$ cat src/mips_config.svh
`ifndef MIPS_CONFIG_SVH
`define MIPS_CONFIG_SVH

// first fetch address after reset
`define RESET_PC 32'h0000_0000

// architectural registers, r0 hardwired to zero
`define REG_COUNT 32

// word-address widths of the two memory ports
`define IMEM_AW 10
`define DMEM_AW 10

`endif

$ cat src/mipsPkg.sv
package mipsPkg;

    // register-format layout
    typedef struct packed {
        logic [5:0] op;
        logic [4:0] rs;
        logic [4:0] rt;
        logic [4:0] rd;
        logic [4:0] shamt;
        logic [5:0] funct;      // selects the operation when op is zero
    } rFields;

    // immediate-format layout, also used for the jump target
    typedef struct packed {
        logic [5:0]  op;
        logic [4:0]  rs;
        logic [4:0]  rt;
        logic [15:0] imm;
    } iFields;

    // one instruction word, two ways to read it
    typedef union packed {
        rFields r;
        iFields i;
    } instrWord;

endpackage

$ cat src/execBus.sv
`timescale 1ns/1ps

interface execBus;
    import mipsPkg::*;

    logic [31:0] readData1;     // rs value
    logic [31:0] readData2;     // rt value
    logic [31:0] signExtend;    // sign or zero extended immediate
    instrWord    instr;
    logic [1:0]  aluOp;         // {r or i alu op, branch compare}
    logic        aluSrc;        // immediate as second operand
    logic        iFormat;       // immediate alu instructions
    logic        sftmd;         // shift instruction
    logic        jr;
    logic [31:0] pcPlus4;
    logic [31:0] aluResult;
    logic        zero;          // rs equals rt
    logic [31:0] addrResult;    // branch target

    modport dec (
        output readData1, readData2, signExtend, instr, aluOp, aluSrc,
        output iFormat, sftmd, jr, pcPlus4,
        input  aluResult
    );

    modport alu (
        input  readData1, readData2, signExtend, instr, aluOp, aluSrc,
        input  iFormat, sftmd, pcPlus4,
        output aluResult, zero, addrResult
    );

endinterface

$ cat src/fetchUnit.sv
`timescale 1ns/1ps
`include "mips_config.svh"

module fetchUnit (
    input  logic                clock,
    input  logic                rstN,
    input  logic                stall,
    input  logic                branch,
    input  logic                nBranch,
    input  logic                jmp,
    input  logic                jr,
    input  logic                zero,
    input  logic [31:0]         addrResult,
    input  logic [25:0]         jumpTarget,
    input  logic [31:0]         regTarget,
    output logic [`IMEM_AW-1:0] instrAddr,
    output logic [31:0]         pcPlus4
);

    logic [31:0] pc;            // byte address
    logic [31:0] nextPc;
    logic        taken;

    assign pcPlus4   = pc + 32'd4;
    assign instrAddr = pc[`IMEM_AW+1:2];     // word index into imem
    assign taken     = (branch && zero) || (nBranch && !zero);

    always_comb begin
        if (jr) begin
            nextPc = regTarget;
        end else if (jmp) begin
            nextPc = {pcPlus4[31:28], jumpTarget, 2'b00};     // region of next instr
        end else if (taken) begin
            nextPc = addrResult;
        end else begin
            nextPc = pcPlus4;
        end
    end

    always_ff @(posedge clock) begin
        if (!rstN) begin
            pc <= `RESET_PC;
        end else if (!stall) begin      // hold during data access
            pc <= nextPc;
        end
    end

endmodule

$ cat src/decodeUnit.sv
`timescale 1ns/1ps
`include "mips_config.svh"

module decodeUnit (
    input  logic              clock,
    input  logic              rstN,
    input  logic              stall,
    input  mipsPkg::instrWord instrData,
    input  logic [31:0]       pcPlus4,
    input  logic [31:0]       loadData,
    execBus.dec               bus,
    output logic              branch,
    output logic              nBranch,
    output logic              jmp,
    output logic              jal,
    output logic              memRead,
    output logic              memWrite
);

    localparam logic [5:0] opRtype  = 6'h00;
    localparam logic [5:0] opJ      = 6'h02;
    localparam logic [5:0] opJal    = 6'h03;
    localparam logic [5:0] opBeq    = 6'h04;
    localparam logic [5:0] opBne    = 6'h05;
    localparam logic [5:0] opAndi   = 6'h0C;
    localparam logic [5:0] opOri    = 6'h0D;
    localparam logic [5:0] opXori   = 6'h0E;
    localparam logic [5:0] opLw     = 6'h23;
    localparam logic [5:0] opSw     = 6'h2B;
    localparam logic [5:0] functJr  = 6'h08;

    logic [31:0] regFile [`REG_COUNT];
    logic        rFormat;
    logic        zeroExt;
    logic        regWrite;
    logic [4:0]  writeReg;
    logic [31:0] writeData;
    logic [15:0] imm;

    assign imm = instrData.i.imm;

    // main control
    assign rFormat  = instrData.r.op == opRtype;
    assign branch   = instrData.i.op == opBeq;
    assign nBranch  = instrData.i.op == opBne;
    assign jal      = instrData.i.op == opJal;
    assign jmp      = (instrData.i.op == opJ) || jal;     // jal jumps too
    assign memRead  = instrData.i.op == opLw;
    assign memWrite = instrData.i.op == opSw;

    assign bus.jr      = rFormat && (instrData.r.funct == functJr);
    assign bus.iFormat = instrData.i.op[5:3] == 3'b001;  // addi .. lui
    assign bus.aluSrc  = bus.iFormat || memRead || memWrite;
    assign bus.aluOp   = {rFormat || bus.iFormat, branch || nBranch};
    assign bus.sftmd   = rFormat && (instrData.r.funct[5:3] == 3'b000);

    // operands
    assign bus.readData1 = (instrData.r.rs == 5'd0) ? 32'd0 : regFile[instrData.r.rs];
    assign bus.readData2 = (instrData.r.rt == 5'd0) ? 32'd0 : regFile[instrData.r.rt];

    assign zeroExt = (instrData.i.op == opAndi) || (instrData.i.op == opOri)
                  || (instrData.i.op == opXori);
    assign bus.signExtend = zeroExt ? {16'h0000, imm} : {{16{imm[15]}}, imm};

    assign bus.instr   = instrData;
    assign bus.pcPlus4 = pcPlus4;

    // write-back
    assign regWrite = (rFormat && !bus.jr) || bus.iFormat || memRead || jal;

    always_comb begin
        if (jal) begin
            writeReg = 5'd31;       // link register
        end else if (rFormat) begin
            writeReg = instrData.r.rd;
        end else begin
            writeReg = instrData.r.rt;
        end
    end

    always_comb begin
        if (memRead) begin
            writeData = loadData;   // latched by memAccess
        end else if (jal) begin
            writeData = pcPlus4;
        end else begin
            writeData = bus.aluResult;
        end
    end

    always_ff @(posedge clock) begin
        if (!rstN) begin
            for (int i = 0; i < `REG_COUNT; i++) begin
                regFile[i] <= 32'd0;
            end
        end else if (regWrite && !stall && (writeReg != 5'd0)) begin
            regFile[writeReg] <= writeData;
        end
    end

endmodule

$ cat src/aluUnit.sv
`timescale 1ns/1ps

module aluUnit (
    execBus.alu bus
);

    logic [31:0] aInput;
    logic [31:0] bInput;
    logic [5:0]  exeCode;
    logic [2:0]  aluCtl;
    logic [31:0] aluOutput;
    logic [4:0]  shiftAmt;
    logic [31:0] shiftResult;
    logic        rFormat;
    logic        setSigned;
    logic        setUnsigned;
    logic        luiOp;

    assign aInput  = bus.readData1;
    assign bInput  = bus.aluSrc ? bus.signExtend : bus.readData2;
    assign rFormat = bus.aluOp[1] && !bus.iFormat;

    // immediate ops reuse the funct encoding through the low opcode bits
    assign exeCode = bus.iFormat ? {3'b000, bus.instr.i.op[2:0]} : bus.instr.r.funct;

    assign aluCtl[0] = (exeCode[0] | exeCode[3]) & bus.aluOp[1];
    assign aluCtl[1] = ~exeCode[2] | ~bus.aluOp[1];
    assign aluCtl[2] = (exeCode[1] & bus.aluOp[1]) | bus.aluOp[0];

    always_comb begin
        case (aluCtl)
            3'b000:         aluOutput = aInput & bInput;
            3'b001:         aluOutput = aInput | bInput;
            3'b010, 3'b011: aluOutput = aInput + bInput;      // add and addu, no overflow trap
            3'b100:         aluOutput = aInput ^ bInput;
            3'b101:         aluOutput = ~(aInput | bInput);
            default:        aluOutput = aInput - bInput;      // sub and subu
        endcase
    end

    // variable shifts take the amount from rs
    assign shiftAmt = bus.instr.r.funct[2] ? aInput[4:0] : bus.instr.r.shamt;

    always_comb begin
        case (bus.instr.r.funct[1:0])
            2'b00:   shiftResult = bInput << shiftAmt;
            2'b10:   shiftResult = bInput >> shiftAmt;
            2'b11:   shiftResult = $signed(bInput) >>> shiftAmt;    // sign fill
            default: shiftResult = bInput;
        endcase
    end

    assign setSigned   = (bus.iFormat && (bus.instr.i.op[2:0] == 3'b010))
                      || (rFormat && (bus.instr.r.funct == 6'b101010));
    assign setUnsigned = (bus.iFormat && (bus.instr.i.op[2:0] == 3'b011))
                      || (rFormat && (bus.instr.r.funct == 6'b101011));
    assign luiOp       = bus.iFormat && (aluCtl == 3'b101);

    always_comb begin
        if (setSigned) begin
            bus.aluResult = {31'd0, $signed(aInput) < $signed(bInput)};
        end else if (setUnsigned) begin
            bus.aluResult = {31'd0, aInput < bInput};
        end else if (luiOp) begin
            bus.aluResult = {bInput[15:0], 16'h0000};
        end else if (bus.sftmd) begin
            bus.aluResult = shiftResult;
        end else begin
            bus.aluResult = aluOutput;
        end
    end

    // branch compare uses the register operands regardless of aluSrc
    assign bus.zero       = (bus.readData1 - bus.readData2) == 32'd0;
    assign bus.addrResult = bus.pcPlus4 + {bus.signExtend[29:0], 2'b00};

endmodule

$ cat src/memAccess.sv
`timescale 1ns/1ps
`include "mips_config.svh"

module memAccess (
    input  logic                clock,
    input  logic                rstN,
    input  logic                memRead,
    input  logic                memWrite,
    input  logic [31:0]         addr,
    input  logic [31:0]         storeData,
    output logic [31:0]         loadData,
    output logic                stall,
    output logic                wbCyc,
    output logic                wbStb,
    output logic                wbWe,
    output logic [`DMEM_AW-1:0] wbAdr,
    output logic [31:0]         wbDatW,
    input  logic [31:0]         wbDatR,
    input  logic                wbAck
);

    typedef enum logic {stIdle, stBusy} busState;

    busState state;
    logic    done;          // ack seen, instruction retires next edge
    logic    start;

    assign start = (state == stIdle) && !done && (memRead || memWrite);
    assign stall = (memRead || memWrite) && !done;
    assign wbCyc = state == stBusy;
    assign wbStb = state == stBusy;

    always_ff @(posedge clock) begin
        if (!rstN) begin
            state <= stIdle;
            done  <= 1'b0;
            wbWe  <= 1'b0;
        end else begin
            case (state)
                stIdle: begin
                    done <= 1'b0;
                    if (start) begin
                        state <= stBusy;
                        wbWe  <= memWrite;
                    end
                end
                default: begin
                    if (wbAck) begin    // drop cyc and stb on this edge
                        state <= stIdle;
                        done  <= 1'b1;
                        wbWe  <= 1'b0;
                    end
                end
            endcase
        end
    end

    always_ff @(posedge clock) begin
        if (start) begin
            wbAdr  <= addr[`DMEM_AW+1:2];
            wbDatW <= storeData;
        end
        if (wbCyc && wbAck) begin
            loadData <= wbDatR;
        end
    end

endmodule

$ cat src/mipsCore.sv
`timescale 1ns/1ps
`include "mips_config.svh"

module mipsCore (
    input  logic                clock,
    input  logic                rstN,
    output logic [`IMEM_AW-1:0] instrAddr,
    input  logic [31:0]         instrData,
    output logic                wbCyc,
    output logic                wbStb,
    output logic                wbWe,
    output logic [`DMEM_AW-1:0] wbAdr,
    output logic [31:0]         wbDatW,
    input  logic [31:0]         wbDatR,
    input  logic                wbAck,
    output logic [3:0]          wbSel
);

    execBus bus ();

    logic [31:0] pcPlus4;
    logic [31:0] loadData;
    logic [31:0] aluResult;
    logic [31:0] addrResult;
    logic [31:0] regTarget;
    logic [31:0] storeData;
    logic [25:0] jumpTarget;
    logic        zero;
    logic        jr;
    logic        stall;
    logic        branch;
    logic        nBranch;
    logic        jmp;
    logic        memRead;
    logic        memWrite;

    assign aluResult  = bus.aluResult;     // data address for lw and sw
    assign addrResult = bus.addrResult;
    assign regTarget  = bus.readData1;     // jr target
    assign storeData  = bus.readData2;
    assign zero       = bus.zero;
    assign jr         = bus.jr;
    assign jumpTarget = {bus.instr.i.rs, bus.instr.i.rt, bus.instr.i.imm};
    assign wbSel      = 4'hF;              // word accesses only

    fetchUnit u_fetchUnit (
        .clock      (clock),
        .rstN       (rstN),
        .stall      (stall),
        .branch     (branch),
        .nBranch    (nBranch),
        .jmp        (jmp),
        .jr         (jr),
        .zero       (zero),
        .addrResult (addrResult),
        .jumpTarget (jumpTarget),
        .regTarget  (regTarget),
        .instrAddr  (instrAddr),
        .pcPlus4    (pcPlus4)
    );

    decodeUnit u_decodeUnit (
        .clock     (clock),
        .rstN      (rstN),
        .stall     (stall),
        .instrData (instrData),
        .pcPlus4   (pcPlus4),
        .loadData  (loadData),
        .bus       (bus.dec),
        .branch    (branch),
        .nBranch   (nBranch),
        .jmp       (jmp),
        .jal       (),
        .memRead   (memRead),
        .memWrite  (memWrite)
    );

    aluUnit u_aluUnit (
        .bus (bus.alu)
    );

    memAccess u_memAccess (
        .clock     (clock),
        .rstN      (rstN),
        .memRead   (memRead),
        .memWrite  (memWrite),
        .addr      (aluResult),
        .storeData (storeData),
        .loadData  (loadData),
        .stall     (stall),
        .wbCyc     (wbCyc),
        .wbStb     (wbStb),
        .wbWe      (wbWe),
        .wbAdr     (wbAdr),
        .wbDatW    (wbDatW),
        .wbDatR    (wbDatR),
        .wbAck     (wbAck)
    );

endmodule

$ cat config.mk
export PLATFORM = sky130hd
export DESIGN_NAME = mipsCore
export DESIGN_NICKNAME = d
export VERILOG_FILES = /design/src/mipsPkg.sv /design/src/execBus.sv /design/src/fetchUnit.sv /design/src/decodeUnit.sv /design/src/aluUnit.sv /design/src/memAccess.sv /design/src/mipsCore.sv
export VERILOG_INCLUDE_DIRS = /design/src
export SDC_FILE = /design/constraint.sdc
export NUM_CORES = 2
export LEC_CHECK = 0
export BUFFER_PORTS_ARGS = -buffer_cell sky130_fd_sc_hd__buf_2
export CORE_MARGIN = 3
export CORE_UTILIZATION = 45
export DETAILED_ROUTE_END_ITERATION = 8
export GPL_TIMING_DRIVEN = 0
export SLEW_MARGIN = 10
export SYNTH_ARGS = -nofsm -noshare
export SYNTH_HDL_FRONTEND = slang
export SYNTH_HIERARCHICAL = 1
export SYNTH_SLANG_ARGS = --single-unit
export TNS_END_PERCENT = 30
$ cat constraint.sdc
create_clock -name clock -period 11.5 [get_ports clock]
set_input_delay 2.3 -clock clock [delete_from_list [all_inputs] [get_ports clock]]
set_output_delay 2.3 -clock clock [all_outputs]
set_load 0.02 [all_outputs]
# --- Word level (Yosys, flattened, before mapping) ---
# Memory sizes are Yosys's and may differ from the RTL's.
# Index checks and enable logic that the tools add are counted.
totals:
  ramBits: 1024
  output_inout_bits: 59
  reg_bits: 109
  input_bits: 67
  mem_count: 1
op_classes:
  shift: 3
  n_mux: 32
  addsub: 5
  bitwise: 12
  n_eq_ne: 23
  n_lt_le_gt_ge: 2
  reduce_logical: 49
mem_list:
  columns: ["memory", "words", "word_bits", "read_ports", "rd_clocked_by_memory_dff", "write_ports", "line_no", "source"]
  rows:
  - ["u_decodeUnit.regFile", 32, 32, 2, 0, 32, "decodeUnit.sv:32", "logic [31:0] regFile [`REG_COUNT];"]
ops:
  columns: ["op", "n"]
  rows:
  - ["two-way mux 32 bit", 14]
  - ["one-hot mux 32 bit (5 select lines)", 1]
  - ["one-hot mux 32 bit (3 select lines)", 1]
  - ["adder 32 bit", 2]
  - ["less-than comparator 32 bit", 2]
  - ["subtractor 32 bit", 2]
  - ["adder 32 x 3 -> 32 bit (second input constant)", 1]
  - ["AND 32 bit", 1]
  - ["logical NOT 32 bit", 1]
  - ["inverter 32 bit", 1]
  - ["bitwise OR 32 bit", 1]
  - ["OR reduction 32 bit", 1]
  - ["left shift 32 x 5 -> 32 bit", 1]
  - ["right shift 32 x 5 -> 32 bit", 1]
  - [">>> shifter 32 x 5 -> 32 bit", 1]
  - ["bitwise XOR 32 bit", 1]
  - ["equality test 6 x 4 -> 1 bit (second input constant)", 4]
  - ["equality test 6 bit (second input constant)", 4]
  - ["two-way mux 5 bit", 4]
  - ["logical AND 1 bit", 17]
  - ["logical OR 1 bit", 14]
  - ["equality test 3 x 2 -> 1 bit (second input constant)", 4]
  - ["equality test 6 x 2 -> 1 bit (second input constant)", 2]
  - ["equality test 6 x 3 -> 1 bit (second input constant)", 2]
  - ["other kinds (18)", 43]

# --- Logic depth before layout (Yosys ltp) ---
logic_depth:
  ltp_word: 15
  depth_mapped: 28
  ltp_nobuf: 24

# --- Modules after synthesis ---
# Netlist, hierarchy kept.
modules_own_cells:
  columns: ["mod", "cells_per_inst", "area_each_um2", "instances"]
  rows:
  - ["decodeUnit", 4091, 54428.5, 1]
  - ["aluUnit", 2008, 13037.5, 1]
  - ["fetchUnit", 399, 2847.7, 1]
  - ["memAccess", 91, 2374.8, 1]
  - ["mipsCore", 5, 33.8, 1]

# --- Worst setup path before layout ---
# No wires, ideal clock.
synth_timing:
  kind: "input to register"
  startpoint: "input instrData[21]"
  endpoint: "register u_fetchUnit.pc[17]"
  n_path_buf: 5
  path_slack_ps: 1961
  cell_stages: 22
  required_ps: 11426
  arrival_ps: 9464
  cell_sequence: "buf_2 -> buf_2 -> buf_2 -> buf_1 -> clkbuf_1 -> a211oi_1 -> a2111oi_0 -> ha_1 -> nor2b_1 -> o31a_1 -> o41a_1 -> a21o_1 -> a31oi_1 -> xnor2_1 -> or4b_1 -> nor4_2 -> o2111ai_1 -> nor4_2 -> mux2i_2 -> nand2_1 -> or4b_2 -> a31oi_1"
synth_between:
  elab_chain_cells: 10
  word_cells_on_any_way: 12
synth_rtl:
  columns: ["item", "line_no", "source"]
  rows:
  - ["start: declaration", "mipsCore.sv:8", "input logic [31:0] instrData,"]
  - ["memory read (32 x 32 bit) or logical NOT 5 bit (tied branches)", null, null]
  - ["two-way mux 32 bit (*)", "decodeUnit.sv:58", "assign bus.readData1 = (instrData.r.rs == 5'd0) ? 32'd0 : regFile[instrData.r.rs];"]
  - ["named net bus.readData1[1]", "execBus.sv:6", "logic [31:0] readData1;"]
  - ["subtractor 32 bit (*)", "aluUnit.sv:74", "assign bus.zero = (bus.readData1 - bus.readData2) == 32'd0;"]
  - ["logical NOT 32 bit (*)", "aluUnit.sv:74", null]
  - ["named net bus.zero", "execBus.sv:17", "logic zero;"]
  - ["logical NOT 1 bit", "fetchUnit.sv:26", "assign taken = (branch && zero) || (nBranch && !zero);"]
  - ["logical AND 1 bit", "fetchUnit.sv:26", null]
  - ["logical OR 1 bit (*)", "fetchUnit.sv:26", null]
  - ["two-way mux 32 bit (*)", "fetchUnit.sv:33", "end else if (taken) begin"]
  - ["two-way mux 32 bit (*)", "fetchUnit.sv:31", "end else if (jmp) begin"]
  - ["two-way mux 32 bit (*)", "fetchUnit.sv:29", "if (jr) begin"]
  - ["end signal: assignment", "fetchUnit.sv:42", "pc <= `RESET_PC;"]
  - ["end signal: assignment", "fetchUnit.sv:44", "pc <= nextPc;"]
  - ["end: declaration", "fetchUnit.sv:20", "logic [31:0] pc;"]
# The timed path passes the listed nets; every way through them passes the cells marked *.
# A chain may end at the register's enable or synchronous reset.

==> reports/qor.yml <==
outcome: "finished, violations left"
violations: "negative setup slack"
ir_worst_vdd_mv: 0.207
synth_warnings: 6
boundaryPins: 126
placed_cell_area_sq_um: 78800
die_y_microns: 408
worstSetupEndpoint: "u_decodeUnit/regFile[3][19]"
layoutNonFillerInstCount: 9305
route.vias.total: 65961
r2r-start: "u_decodeUnit/regFile[22][0]"
root_buffer: "clkbuf_16"
rrSetupSlack_ns: 2.39
worstPathArrival_ns: 12.68
nets: 7257
numCtsBuffers: 132
place.gp.congestion: 1.07
critPathLaunch: "instrData[18]"
drc: 0
r2r-end: "u_decodeUnit/regFile[26][16]"
hp-class: "flop to flop"
antenna_found_initial: 33
fin_ws_ns: -0.513
hold_violations: 0
grt_max_degree: 33
slew-limit-headroom_pct: 4.57
path_max_fanout: 10
end_kind: "flop"
dp_slack_ns: -3.10
clkSinkCount: 1133
finish.instance_area_sq_um: 83800
netlist_area_sq_um: 72700
path_class: "input port to flop"
cts_htree_levels: 4
cts.clk_slew.worst_paths_ns: 0.06
track_usage_pct: 47.1
dieArea_sq_um: 166000
port_buffers: 108
dr.first_iter.drc_count: 11132
finalSetupViolCount: 355
avgSynthCellArea_sq_um: 11.0
insertion_delay_ns: 0.86
start_kind: "input port"
p_per_area_nw_per_um2: 166
ff2ff_path_depth: 24
std_cell_rows: 146
die_w_microns: 408
core-area_sq_um: 159000
max_freq_mhz: 83.2
overflow: 0
dpl.cell_count: 9021
drive_gt1_share_pct: 21.2
dr.pass1.iters: 9
min_period_ns: 12.01
dpl.hpwl_microns: 314000
start_util_pct: 45.6
cts_max_path_buffers: 3
final_max_slew_viol_count: 0
min_period_over_period_pct: 104
clock_skew_ns: 0.0745
ant_nets: 0
grt_pass1_wl_microns: 532000
cp_data_required_time_ns: 12.17
areaGrowthSynthToFinish_pct: 15.3
wire_per_inst_microns: 43.1
p_leak_uw: 0.0306
cts_hold_buf: 0
viasPerCell: 7.09
syn_inst: 6591
grt_pass1_vias: 62109
drt-total-wl_microns: 401000
cts_tree: "done"
maxCapViolations: 0
rsz0062_at_grt: "true"
worst_pin_slew_ns: 1.42
setup_tns_ns: -57.13
fill_cells: 14283
per-layer routing:
layer	vias up	global-route usage (%)	wire [microns]
met5	-	0	299
met4	12	39.2	42100
met3	1371	16.5	54000
li1	25716	-	-
met2	5625	68.7	170000
met1	33237	56.0	135000
critical path, stage by stage:
cell and delay [ns]:
buf_2 0.29, clkbuf_2 0.46, clkbuf_2 0.65, clkbuf_1 0.84, nor2_1 0.11, nor2_1 0.46, o221ai_1 0.37, a21oi_2 0.93
mux2i_2 0.53, ha_1 0.60, nand2_1 0.17, nor4_1 0.74, o21ai_0 0.36, a311oi_2 0.57, nor3_1 0.08, nor4_1 0.33
mux2_2 0.22, o22ai_1 0.17, a221oi_1 0.60, o21ai_0 0.50, a31oi_1 0.73, nand2_1 0.36, nor2_1 0.20
layout make-up:
type	count	area [sq um]	area share, %
well taps	2146	2690	3.20
clock buffers	158	3440	4.11
diodes	31	77.6	0.0926
multi-input cells	4638	36400	43.4
inverters	175	661	0.788
flip-flops and latches	1133	33700	40.2
repair buffers	263	2670	3.19
plain buffers	677	3210	3.83
clock inverters	84	1010	1.21
report_power, final:
group | internal (uW) | switching [uW]
combinational | 1250 | 3540
sequential | 4680 | 85.3
clock | 2450 | 1910
sequential cells by signal, indices dropped and copies added, names as in the netlist:
register,cells
u_memAccess/loadData,32
u_memAccess/wbDatW,32
u_memAccess/wbAdr,10
u_decodeUnit/regFile,1024
u_memAccess/done,1
u_memAccess/wbWe,1
u_memAccess/wbCyc,1
u_fetchUnit/pc,32
layout by cell type, fill, tap and decap left out, types with 155 or more instances in the layout:
cell type and instances:
a21oi_1 257, buf_2 244, buf_4 155, inv_1 169, clkbuf_1 381, ha_1 167
edfxtp_1 1098, mux2i_1 166, o21ai_0 215, nor2_1 1341, mux4_2 513, nand2_1 496
how the worst min path moves through the flow:
stage | from | end | slack (ns) | cells past startpoint
floorplan | u_fetchUnit/pc[0] | u_fetchUnit/pc[0] | 0.48 | 2
global route | u_memAccess/wbWe | u_memAccess/wbWe | 0.51 | 2
global placement | u_memAccess/wbWe | u_memAccess/wbWe | 0.47 | 2
finish | u_memAccess/wbWe | u_memAccess/wbWe | 0.49 | 2
detailed placement | u_memAccess/wbWe | u_memAccess/wbWe | 0.48 | 2
CTS | u_memAccess/wbWe | u_memAccess/wbWe | 0.48 | 2
through the flow:
step	utilization (%)	hold slack, ns	power (uW)
global placement	47.7	0.465	9140
global route	52.5	0.513	14100
CTS	52.3	0.484	13600
floorplan	-	0.484	7030
finish	52.5	0.493	13900
detailed placement	49.4	0.476	9290
what timing repair did:
item                       CTS  global route
setup endpoints to repair  925           357
pin swaps                    1             1
buffers inserted             1             7
gates resized for setup     56            35
No activity file was read; power rests on OpenSTA's default activity.
